==> src/source/lcd_pkg.sv <==
package lcd_pkg;

	localparam int CLK_PER_US = 4;          // scaled down for short simulation
	localparam int NUM_PANELS = 2;          // controller chips on the shared bus

	// display intervals in microseconds
	localparam int T_POWERUP_US = 500;
	localparam int T_INIT_STEP_US = 50;     // wait after function set and display control
	localparam int T_CLEAR_US = 200;        // wait after clear
	localparam int T_ENTRY_US = 100;        // wait after entry mode
	localparam int T_WRITE_US = 50;         // full single-write phase
	localparam int T_E_HIGH_US = 10;        // enable width during init
	localparam int T_E_SETUP_US = 1;        // write: e low before rising
	localparam int T_E_END_US = 14;         // write: e falls here

	localparam int QUEUE_DEPTH = 8;

	// bit positions in the configuration word
	localparam int CFG_LINES = 6;
	localparam int CFG_FONT = 5;
	localparam int CFG_DISPLAY = 4;
	localparam int CFG_CURSOR = 3;
	localparam int CFG_BLINK = 2;
	localparam int CFG_INC = 1;
	localparam int CFG_SHIFT = 0;

	// bit positions in a write word
	localparam int WORD_RS = 9;
	localparam int WORD_RW = 8;

	typedef logic [7:0] lcd_byte_t;         // command or data byte
	typedef logic [9:0] lcd_word_t;         // {rs, rw, byte}
	typedef logic [6:0] lcd_cfg_t;          // lines, font, on, cursor, blink, inc, shift
	typedef logic [$clog2(NUM_PANELS)-1:0] panel_idx_t;

	typedef enum logic [1:0] {
		powerup,
		init,
		idle,
		write
	} panel_state_t;

endpackage
==> src/source/lcd_multi_top.sv <==
`timescale 1ns/10ps

module lcd_multi_top import lcd_pkg::*; (
	input  logic                  clk,
	input  logic                  rst_n,
	input  lcd_cfg_t              cfg,
	input  logic                  host_valid,
	input  panel_idx_t            host_panel,
	input  lcd_word_t             host_word,
	output logic                  queue_full,
	output logic [NUM_PANELS-1:0] lcd_e,
	output lcd_byte_t             lcd_data,
	output logic                  lcd_rs,
	output logic                  lcd_rw,
	output logic                  ready
);

	logic [NUM_PANELS-1:0] panel_start;
	logic [NUM_PANELS-1:0] panel_busy;
	logic [NUM_PANELS-1:0] panel_e;
	logic [NUM_PANELS-1:0] panel_active;
	logic [NUM_PANELS-1:0] panel_rs;
	logic [NUM_PANELS-1:0] panel_rw;
	lcd_byte_t [NUM_PANELS-1:0] panel_data;
	lcd_word_t queue_word;
	logic queue_empty;

	write_queue queue_i (
		.clk         (clk),
		.rst_n       (rst_n),
		.host_valid  (host_valid),
		.host_panel  (host_panel),
		.host_word   (host_word),
		.panel_busy  (panel_busy),
		.queue_full  (queue_full),
		.queue_empty (queue_empty),
		.panel_start (panel_start),
		.out_word    (queue_word)
	);

	for (genvar p = 0; p < NUM_PANELS; p++) begin : g_panel
		lcd_panel_ctrl panel_i (
			.clk    (clk),
			.rst_n  (rst_n),
			.cfg    (cfg),              // same cfg, so init runs in lockstep
			.start  (panel_start[p]),
			.word   (queue_word),
			.e      (panel_e[p]),
			.data   (panel_data[p]),
			.rs     (panel_rs[p]),
			.rw     (panel_rw[p]),
			.busy   (panel_busy[p]),
			.active (panel_active[p])
		);
	end

	lcd_bus_merge merge_i (
		.panel_e      (panel_e),
		.panel_active (panel_active),
		.panel_rs     (panel_rs),
		.panel_rw     (panel_rw),
		.panel_data   (panel_data),
		.lcd_e        (lcd_e),
		.lcd_data     (lcd_data),
		.lcd_rs       (lcd_rs),
		.lcd_rw       (lcd_rw)
	);

	// a start in flight counts as pending work
	assign ready = queue_empty && (panel_busy == '0) && (panel_start == '0);

endmodule

==> src/source/lcd_bus_merge.sv <==
`timescale 1ns/10ps

module lcd_bus_merge import lcd_pkg::*; (
	input  logic      [NUM_PANELS-1:0] panel_e,
	input  logic      [NUM_PANELS-1:0] panel_active,
	input  logic      [NUM_PANELS-1:0] panel_rs,
	input  logic      [NUM_PANELS-1:0] panel_rw,
	input  lcd_byte_t [NUM_PANELS-1:0] panel_data,
	output logic      [NUM_PANELS-1:0] lcd_e,
	output lcd_byte_t                  lcd_data,
	output logic                       lcd_rs,
	output logic                       lcd_rw
);

	// lowest active index wins, walking down so it is assigned last
	always_comb begin
		lcd_data = '0;
		lcd_rs = 1'b0;
		lcd_rw = 1'b0;
		for (int i = NUM_PANELS - 1; i >= 0; i--) begin
			if (panel_active[i]) begin
				lcd_data = panel_data[i];
				lcd_rs = panel_rs[i];
				lcd_rw = panel_rw[i];
			end
		end
	end

	assign lcd_e = panel_e;                     // one strobe pin per chip

endmodule

==> src/source/write_queue.sv <==
`timescale 1ns/10ps

module write_queue import lcd_pkg::*; (
	input  logic                  clk,
	input  logic                  rst_n,
	input  logic                  host_valid,
	input  panel_idx_t            host_panel,
	input  lcd_word_t             host_word,
	input  logic [NUM_PANELS-1:0] panel_busy,
	output logic                  queue_full,
	output logic                  queue_empty,
	output logic [NUM_PANELS-1:0] panel_start,
	output lcd_word_t             out_word
);

	panel_idx_t tag_mem [QUEUE_DEPTH];
	lcd_word_t word_mem [QUEUE_DEPTH];
	logic [$clog2(QUEUE_DEPTH)-1:0] wr_ptr;
	logic [$clog2(QUEUE_DEPTH)-1:0] rd_ptr;
	logic [$clog2(QUEUE_DEPTH+1)-1:0] count;
	logic push;
	logic pop;

	assign queue_full = (count == QUEUE_DEPTH);
	assign queue_empty = (count == '0);
	assign push = host_valid && !queue_full;    // strobes while full are lost

	// shared bus: release only when nothing is busy and no start is in flight
	assign pop = !queue_empty && (panel_busy == '0) && (panel_start == '0);

	always_ff @(posedge clk) begin
		if (push) begin
			tag_mem[wr_ptr] <= host_panel;
			word_mem[wr_ptr] <= host_word;
		end
	end

	always_ff @(posedge clk or negedge rst_n) begin
		if (!rst_n) begin
			wr_ptr <= '0;
			rd_ptr <= '0;
			count <= '0;
		end else begin
			if (push)
				wr_ptr <= (wr_ptr == QUEUE_DEPTH - 1) ? '0 : wr_ptr + 1'b1;
			if (pop)
				rd_ptr <= (rd_ptr == QUEUE_DEPTH - 1) ? '0 : rd_ptr + 1'b1;
			case ({push, pop})
				2'b10: count <= count + 1'b1;
				2'b01: count <= count - 1'b1;
				default: count <= count;
			endcase
		end
	end

	// one-cycle start to the tagged panel
	always_ff @(posedge clk or negedge rst_n) begin
		if (!rst_n) begin
			panel_start <= '0;
		end else begin
			panel_start <= '0;
			if (pop)
				panel_start[tag_mem[rd_ptr]] <= 1'b1;
		end
	end

	always_ff @(posedge clk) begin
		if (pop)
			out_word <= word_mem[rd_ptr];       // valid alongside panel_start
	end

endmodule

==> src/source/lcd_panel_ctrl.sv <==
`timescale 1ns/10ps

module lcd_panel_ctrl import lcd_pkg::*; (
	input  logic      clk,
	input  logic      rst_n,
	input  lcd_cfg_t  cfg,
	input  logic      start,
	input  lcd_word_t word,
	output logic      e,
	output lcd_byte_t data,
	output logic      rs,
	output logic      rw,
	output logic      busy,
	output logic      active
);

	panel_state_t state;
	logic [$clog2(CLK_PER_US)-1:0] pre_cnt;     // cycles within one microsecond
	logic [$clog2(T_POWERUP_US)-1:0] us_cnt;    // microseconds into current phase
	logic [1:0] step;                           // init command index
	lcd_word_t word_q;
	logic us_tick;
	logic phase_done;
	int unsigned phase_len;
	lcd_byte_t init_byte;

	assign us_tick = (pre_cnt == CLK_PER_US - 1);
	assign phase_done = us_tick && (us_cnt == phase_len - 1);

	// length of the running phase in microseconds
	always_comb begin
		phase_len = 1;
		case (state)
			powerup: phase_len = T_POWERUP_US;
			init: begin
				case (step)
					2'd0: phase_len = T_E_HIGH_US + T_INIT_STEP_US;
					2'd1: phase_len = T_E_HIGH_US + T_INIT_STEP_US;
					2'd2: phase_len = T_E_HIGH_US + T_CLEAR_US;
					default: phase_len = T_E_HIGH_US + T_ENTRY_US;
				endcase
			end
			write: phase_len = T_WRITE_US;
			default: phase_len = 1;             // idle does not count
		endcase
	end

	// the four init commands built from cfg
	always_comb begin
		case (step)
			2'd0: init_byte = {4'b0011, cfg[CFG_LINES], cfg[CFG_FONT], 2'b00};
			2'd1: init_byte = {5'b00001, cfg[CFG_DISPLAY], cfg[CFG_CURSOR], cfg[CFG_BLINK]};
			2'd2: init_byte = 8'b0000_0001;     // clear display
			default: init_byte = {6'b000001, cfg[CFG_INC], cfg[CFG_SHIFT]};
		endcase
	end

	always_ff @(posedge clk or negedge rst_n) begin
		if (!rst_n) begin
			state <= powerup;
			pre_cnt <= '0;
			us_cnt <= '0;
			step <= '0;
		end else begin
			if (state == idle) begin
				pre_cnt <= '0;
				us_cnt <= '0;
				if (start)
					state <= write;
			end else if (phase_done) begin
				pre_cnt <= '0;
				us_cnt <= '0;
				case (state)
					powerup: state <= init;
					init: begin
						step <= step + 2'd1;    // wraps back to 0 after entry mode
						if (step == 2'd3)
							state <= idle;
					end
					write: state <= idle;
					default: state <= idle;
				endcase
			end else begin
				if (us_tick) begin
					pre_cnt <= '0;
					us_cnt <= us_cnt + 1'b1;
				end else begin
					pre_cnt <= pre_cnt + 1'b1;
				end
			end
		end
	end

	always_ff @(posedge clk) begin
		if (state == idle && start)
			word_q <= word;                     // held for the whole write phase
	end

	always_comb begin
		e = 1'b0;
		data = '0;
		rs = 1'b0;
		rw = 1'b0;
		case (state)
			init: begin
				e = (us_cnt < T_E_HIGH_US);
				data = init_byte;               // held through the wait as well
			end
			write: begin
				e = (us_cnt >= T_E_SETUP_US) && (us_cnt < T_E_END_US);
				data = word_q[7:0];
				rs = word_q[WORD_RS];
				rw = word_q[WORD_RW];
			end
			default: begin
				e = 1'b0;
			end
		endcase
	end

	assign busy = (state != idle);
	assign active = (state == init) || (state == write);

endmodule

==> config.mk <==
export PLATFORM = sky130hd
export DESIGN_NAME = lcd_multi_top
export DESIGN_NICKNAME = d
export VERILOG_FILES = /design/src/source/lcd_pkg.sv /design/src/source/lcd_multi_top.sv /design/src/source/lcd_bus_merge.sv /design/src/source/write_queue.sv /design/src/source/lcd_panel_ctrl.sv
export SDC_FILE = /design/constraint.sdc
export NUM_CORES = 1
export LEC_CHECK = 0
export ABC_AREA = 1
export BUFFER_PORTS_ARGS = -buffer_cell sky130_fd_sc_hd__buf_4
export CORE_MARGIN = 5
export CORE_UTILIZATION = 59
export DETAILED_ROUTE_END_ITERATION = 16
export PLACE_DENSITY_LB_ADDON = 0.08
export SKIP_CTS_REPAIR_TIMING = 1
export SYNTH_ARGS = -nofsm -noshare
export SYNTH_HDL_FRONTEND = slang
export SYNTH_SLANG_ARGS = --single-unit
==> constraint.sdc <==
create_clock -name clk -period 5.5 [get_ports clk]
set_input_delay 0 -clock clk [delete_from_list [all_inputs] [get_ports clk]]
set_output_delay 0 -clock clk [all_outputs]
set_load 0.05 [all_outputs]
Word-level counts from Yosys, hierarchy flattened. Memories as Yosys holds them, arrays and structs flattened. A register that Yosys moved wholly into a read port is not among the register bits. Cells that the tools add are included. Widths: inputs -> output; s select.

Add/sub/neg operators: 12. Reduce and logical (&&, ||, !) cells: 34. Equality and inequality tests: 27. Bitwise operators: 2. Order comparisons: 8. Multiplexer cells: 50.

Operators by type and width (count): $pmux 32 s3 (2); $eq 9x32->1 (2); $pmux 8 s2 (4); $sub 32x1->32 const B (2); $mux 9 (6); $lt 9x4->1 const B (4); $pmux 6 s3 (2); $mux 2 (15); $eq 2x2->1 const B (11); $add 9x1->9 const B (2); $ge 9x1->1 const B (2); $mux 8 (2); $logic_and 1x1->1 (12); $logic_not 2->1 (6); $reduce_and 3->1 (4); $mux 1 (11); $eq 2x1->1 const B (5); $add 2x1->2 const B (4); $ne 2x2->1 const B (4); $pmux 2 s2 (2); $pmux 4 s2 (1); $add 3x1->3 const B (2); $eq 3x3->1 const B (2); $mux 3 (2); other kinds (15) (24).

Bits in registers: 62. Memories kept: 2. Memory bits (writable): 88. Word-level logic and storage cells: 149. Output and inout bits: 14. Input port bits: 21.

Memories: queue_i.word_mem (words 8, bits a word 10, rd ports 1, clocked after memory_dff 1, wr ports 1, RTL line write_queue.sv:17) `lcd_word_t word_mem [QUEUE_DEPTH];`; queue_i.tag_mem (words 8, bits a word 1, rd ports 1, clocked after memory_dff 0, wr ports 1, RTL line write_queue.sv:16) `panel_idx_t tag_mem [QUEUE_DEPTH];`.

Logic depth before layout (Yosys ltp).
Depth in word-level cells: 9. Mapped depth: 19. Gate-level depth less buffers: 19.

Modules after synthesis. Synthesis repeated with hierarchy kept, for this count alone.

Cells, all modules: 826. Area, all modules: 8066.5 um^2.

By module, submodules not included: write_queue (times used 1, cells an instance 351, sequential area each 3243.1 um^2, area each 4463.0 um^2); lcd_panel_ctrl (times used 2, cells an instance 217, sequential area each 675.6 um^2, area each 1709.1 um^2); lcd_bus_merge (times used 1, cells an instance 35, sequential area each 0.0 um^2, area each 162.7 um^2); lcd_multi_top (times used 1, cells an instance 6, sequential area each 0.0 um^2, area each 22.5 um^2).

Worst setup path after synthesis. Ideal clock, no wire load.

Path kind: reg2reg. From: register g_panel[0].panel_i.state[0]. To: register queue_i.count[3]. Period minus slack after synthesis: 2.671 ns. Path buffers: 2. Slack: 2.829 ns. Stages on the path, launching flop included: 17. Data arrival time: 2.546 ns. Library setup time: 0.125 ns. Required time: 5.375 ns. Path through: dfrtp_1 buf_6 inv_2 nand2_2 buf_4 inv_2 nand4_2 a31oi_4 ha_1 ha_1 nand2_1 nor2_1 a211oi_1 nor2_1 nor2_1 nand2_1 xor2_1.

Longest elaborated chain between the ends: 6. Elaborated cells on any way between the ends: 8. Classes of those cells: eq/ne (3); mux (1); reduce/logical (4).

RTL lines: from (decl) (RTL line lcd_panel_ctrl.sv:17) `panel_state_t state;`; from (signal assigned) (RTL line lcd_panel_ctrl.sv:60) `state <= powerup;`; from (signal assigned) (RTL line lcd_panel_ctrl.sv:69) `state <= write;`; from (signal assigned) (RTL line lcd_panel_ctrl.sv:74) `powerup: state <= init;`; $ne 2x2->1 (*) (RTL line lcd_panel_ctrl.sv:121) `assign busy = (state != idle);`; $logic_not 2->1 (*) (RTL line write_queue.sv:29) `assign pop = !queue_empty && (panel_busy == '0) && (panel_start == '0);`; $logic_and 1x1->1 (*) (2 in series) (RTL line write_queue.sv:29); via queue_i.pop (RTL line write_queue.sv:22) `logic pop;`; $eq 2x1->1 / $eq 2x2->1 (equally long branches) (RTL line write_queue.sv:48) `case ({push, pop})`; $pmux 4 s2 / $reduce_bool 2->1 (equally long branches); to (signal assigned) (RTL line write_queue.sv:49) `2'b10: count <= count + 1'b1;`; to (signal assigned) (RTL line write_queue.sv:50) `2'b01: count <= count - 1'b1;`; to (signal assigned) (RTL line write_queue.sv:51) `default: count <= count;`; to (decl) (RTL line write_queue.sv:20) `logic [$clog2(QUEUE_DEPTH+1)-1:0] count;`.

The timed path passes the listed nets; every way through them passes the cells marked *. A chain may end at the register's enable or synchronous reset.

Final worst setup path. Ends and elaborated chain as after synthesis.

==> metrics.txt <==
power share of the clock group=0.483; switching power=0.000522 W; number of enable flip-flop cells after synthesis=118; H-tree lvl count=4; n_diodes=0; Synth Area in Compound Gates=0.0941; number of fill cells=954; Routed wire per std cell=16.2 um; Post-Synthesis Cells=766; Global Route Usage Sum=0.213; core area=13100 um^2; Slew HR=0.227; initial antenna violation count=0; Max Fclk=0.313 GHz; via count=5525; Seq pwr share=0.503; largest family of logic cells by synthesized area=simple AND/OR/NAND/NOR gates; Critical Path RT=5.80 ns; dpl hpwl=10600 um; first-pass GRT wire length=26400 um; # setup viols final=0; Clock Sinks=160; register clock-pin slew on the reported worst setup and hold paths=0.06 ns; Synth cell types=46; critical path fanouts, max=19; I/O Buffers=34; Residual DRC=0; final worst path period share=0.581; Final min period=3.19 ns; sequential cell area=4590 um^2; TritonCTS clock tree=built; RSZ-0062 raised after global routing=no; HP Class=in2reg; nature of the critical path startpoint=flip-flop; Setup crit end kind=flip-flop; FP Rows=42; worst-margin pin slew=1.16 ns; outcome=finished, final reports clean; pwr dens=287 nW/um^2; vias in the first global route=5411; multi-input logic area=2790 um^2; vias per cell=5.50; Die ar.=15600 um^2; cts bufs inserted=17; grt ovf=0; fin area=8970 um^2; final hold vios=0; Synth-to-Final Area Change=15.0%; die width=125 um; Ys Warns=0; Peak VDD IR=308 uV; Seq/Total Area, Yosys=0.589; synthesized flop and latch total=160; Setup Skew=0.0100 ns; routability cong.=0.864; adder-cell share of the synthesized area=0.0555; Logic pwr share=0.014; clk root buf=clkbuf_16; Leakage Power=3.66 nW; Starting Density=0.596; XOR/XNOR share of the synthesized area=0.0189; Pint=0.00205 W; die height=125 um; WP data arrival=3.50 ns; mux share of post-synthesis cell area=0.00128; WS Path Type=reg2reg; layout cell share with drive strength beyond 1=0.138; Post-synth ARST share=0.263; Synth Area in Simple Gates=0.186; clock latency on the worst-skew pair=0.43 ns; switch share=0.203; Final Max Slew Viols=0; hold-critical path depth=4; worst r2r path cells=14; Area after DPL=8210 um^2; Final TNS setup=0 ns; First DRT Iteration DRCs=511; drt total wl=16300 um; post-synthesis cell area=7800 um^2; layout net count=871; predominant post-synthesis flop cell=edfxtp_1; Initial DRT Pass Iterations=5; Max Cap Viol=0; Ports=35; largest net degree at the start of global routing=47; Routed Antenna Nets=0; Avg Cell Area, Syn=10.2 um^2; largest buffer count on any clock path=2
==> layout make-up <==
class	count	area share
Multi-Input combinational cell	504	0.311
Inverter	80	0.0335
Clock buffer	18	0.0490
Tap cell	176	0.0245
Clock inverter	14	0.0220
Timing Repair Buffer	53	0.0477
Sequential cell	160	0.512
==> critical path: stages, from the launching register on <==
cell,delay (ns)
dfrtp_1,0.45
inv_2,0.23
nand2_2,0.22
inv_2,0.17
nand4_2,0.13
a31oi_4,0.52
ha_1,0.31
ha_1,0.28
nand2_1,0.08
nor2_1,0.04
a211oi_1,0.26
nor2_1,0.08
nor2_1,0.09
nand2_1,0.07
xor2_1,0.13
==> metal layers <==
layer | track usage | routed length [um]
met5 | 0 | 0
met1 | 0.268 | 6940
met2 | 0.364 | 8260
met3 | 0.0546 | 883
met4 | 0.0631 | 246
==> final timing paths <==
path | from | end | slack [ns]
worst max-delay path | g_panel[0].panel_i.state[0] | queue_i.count[3] | 2.31
worst min-delay path | host_valid | queue_i.wr_ptr[1] | 0.01
worst max register to register | g_panel[0].panel_i.state[0] | queue_i.count[3] | 2.31
worst min register to register | g_panel[1].panel_i.pre_cnt[0] | g_panel[1].panel_i.pre_cnt[0] | 0.44
max in group asynchronous | rst_n | g_panel[0].panel_i.us_cnt[4] | 5.00
min in group asynchronous | rst_n | g_panel[1].panel_i.us_cnt[7] | 0.11
==> metrics by stage <==
step                 util  hold slack, ns  instances  setup WS (ns)  total power, W
floorplan               -          -0.296        768           2.83         0.00132
finish              0.686          0.0146       1005           2.31         0.00257
detailed placement  0.628          0.0399        961           2.32         0.00135
CTS                 0.676          -0.416        993           2.30         0.00258
global placement    0.628          0.0314        961           2.48         0.00135
global route        0.686          0.0247       1005           1.96         0.00265
==> power groups by stage <==
stage                     Combinational (W)  Clock (W)  Sequential (W)
final                             0.0000360    0.00124         0.00129
after global routing              0.0000410    0.00132         0.00129
after CTS                         0.0000293    0.00126         0.00129
after detailed placement          0.0000292          0         0.00132
after global placement            0.0000281          0         0.00132
after floorplan                  0.00000280          0         0.00132
==> layout by cell type (no fill, tap or decap), drive strengths merged, types with 3 or more instances in the layout <==
| cell | count |
|---|---|
| nor2 | 127 |
| nand2 | 127 |
| edfxtp | 118 |
| inv | 85 |
| o21ai | 78 |
| dfrtp | 42 |
| buf | 41 |
| nand3 | 40 |
| ha | 33 |
| clkbuf | 18 |
| xor2 | 14 |
| o22ai | 13 |
| dlygate4sd3 | 12 |
| a31oi | 12 |
| nand4 | 11 |
| a21oi | 9 |
| nor3 | 6 |
| nand3b | 5 |
| o211ai | 4 |
| a32o | 4 |
| conb | 4 |
| clkinv | 4 |
| or2 | 3 |
| bufinv | 3 |
==> synthesized netlist by cell type, drive strengths merged (2+ instances only) <==
master  number  share of area
nand2      127          0.066
nor2       127          0.066
edfxtp     118           0.45
inv         80          0.038
o21ai       78          0.050
dfrtp       42           0.13
nand3       40          0.029
ha          33          0.053
clkbuf      16         0.0077
xor2        14          0.017
o22ai       13          0.010
a31oi       12          0.012
nand4       11          0.010
a21oi        9         0.0058
buf          8         0.0082
nor3         6         0.0051
nand3b       5         0.0048
a32o         4         0.0051
o211ai       4         0.0038
or2          3         0.0024
and2         2         0.0016
conb         2        0.00096
o311ai       2         0.0022
xnor2        2         0.0022
==> cells by family (layout without fill, tap and decap cells) <==
logic type                 Yosys count  after routing
adders and majority gates           34             34
other                                2              4
and+or+nand+nor                    322            322
buffers and inverters              104            165
xor gates and xnor gates            16             16
AOI/OAI and AO/OA                  127            127
DFF                                160            160
muxes                                1              1
==> flip-flops by register name, summed over array words and instances, names as in the netlist <==
| name | cells |
|---|---|
| g_panel.panel_i.pre_cnt | 4 |
| queue_i.rd_ptr | 3 |
| queue_i.out_word | 10 |
| g_panel.panel_i.us_cnt | 18 |
| queue_i.panel_start | 2 |
| queue_i.wr_ptr | 3 |
| g_panel.panel_i.step | 4 |
| queue_i.tag_mem | 8 |
| queue_i.count | 4 |
| queue_i.word_mem | 80 |
| g_panel.panel_i.state | 4 |
| g_panel.panel_i.word_q | 20 |
Power figures use the tool's default switching activity.
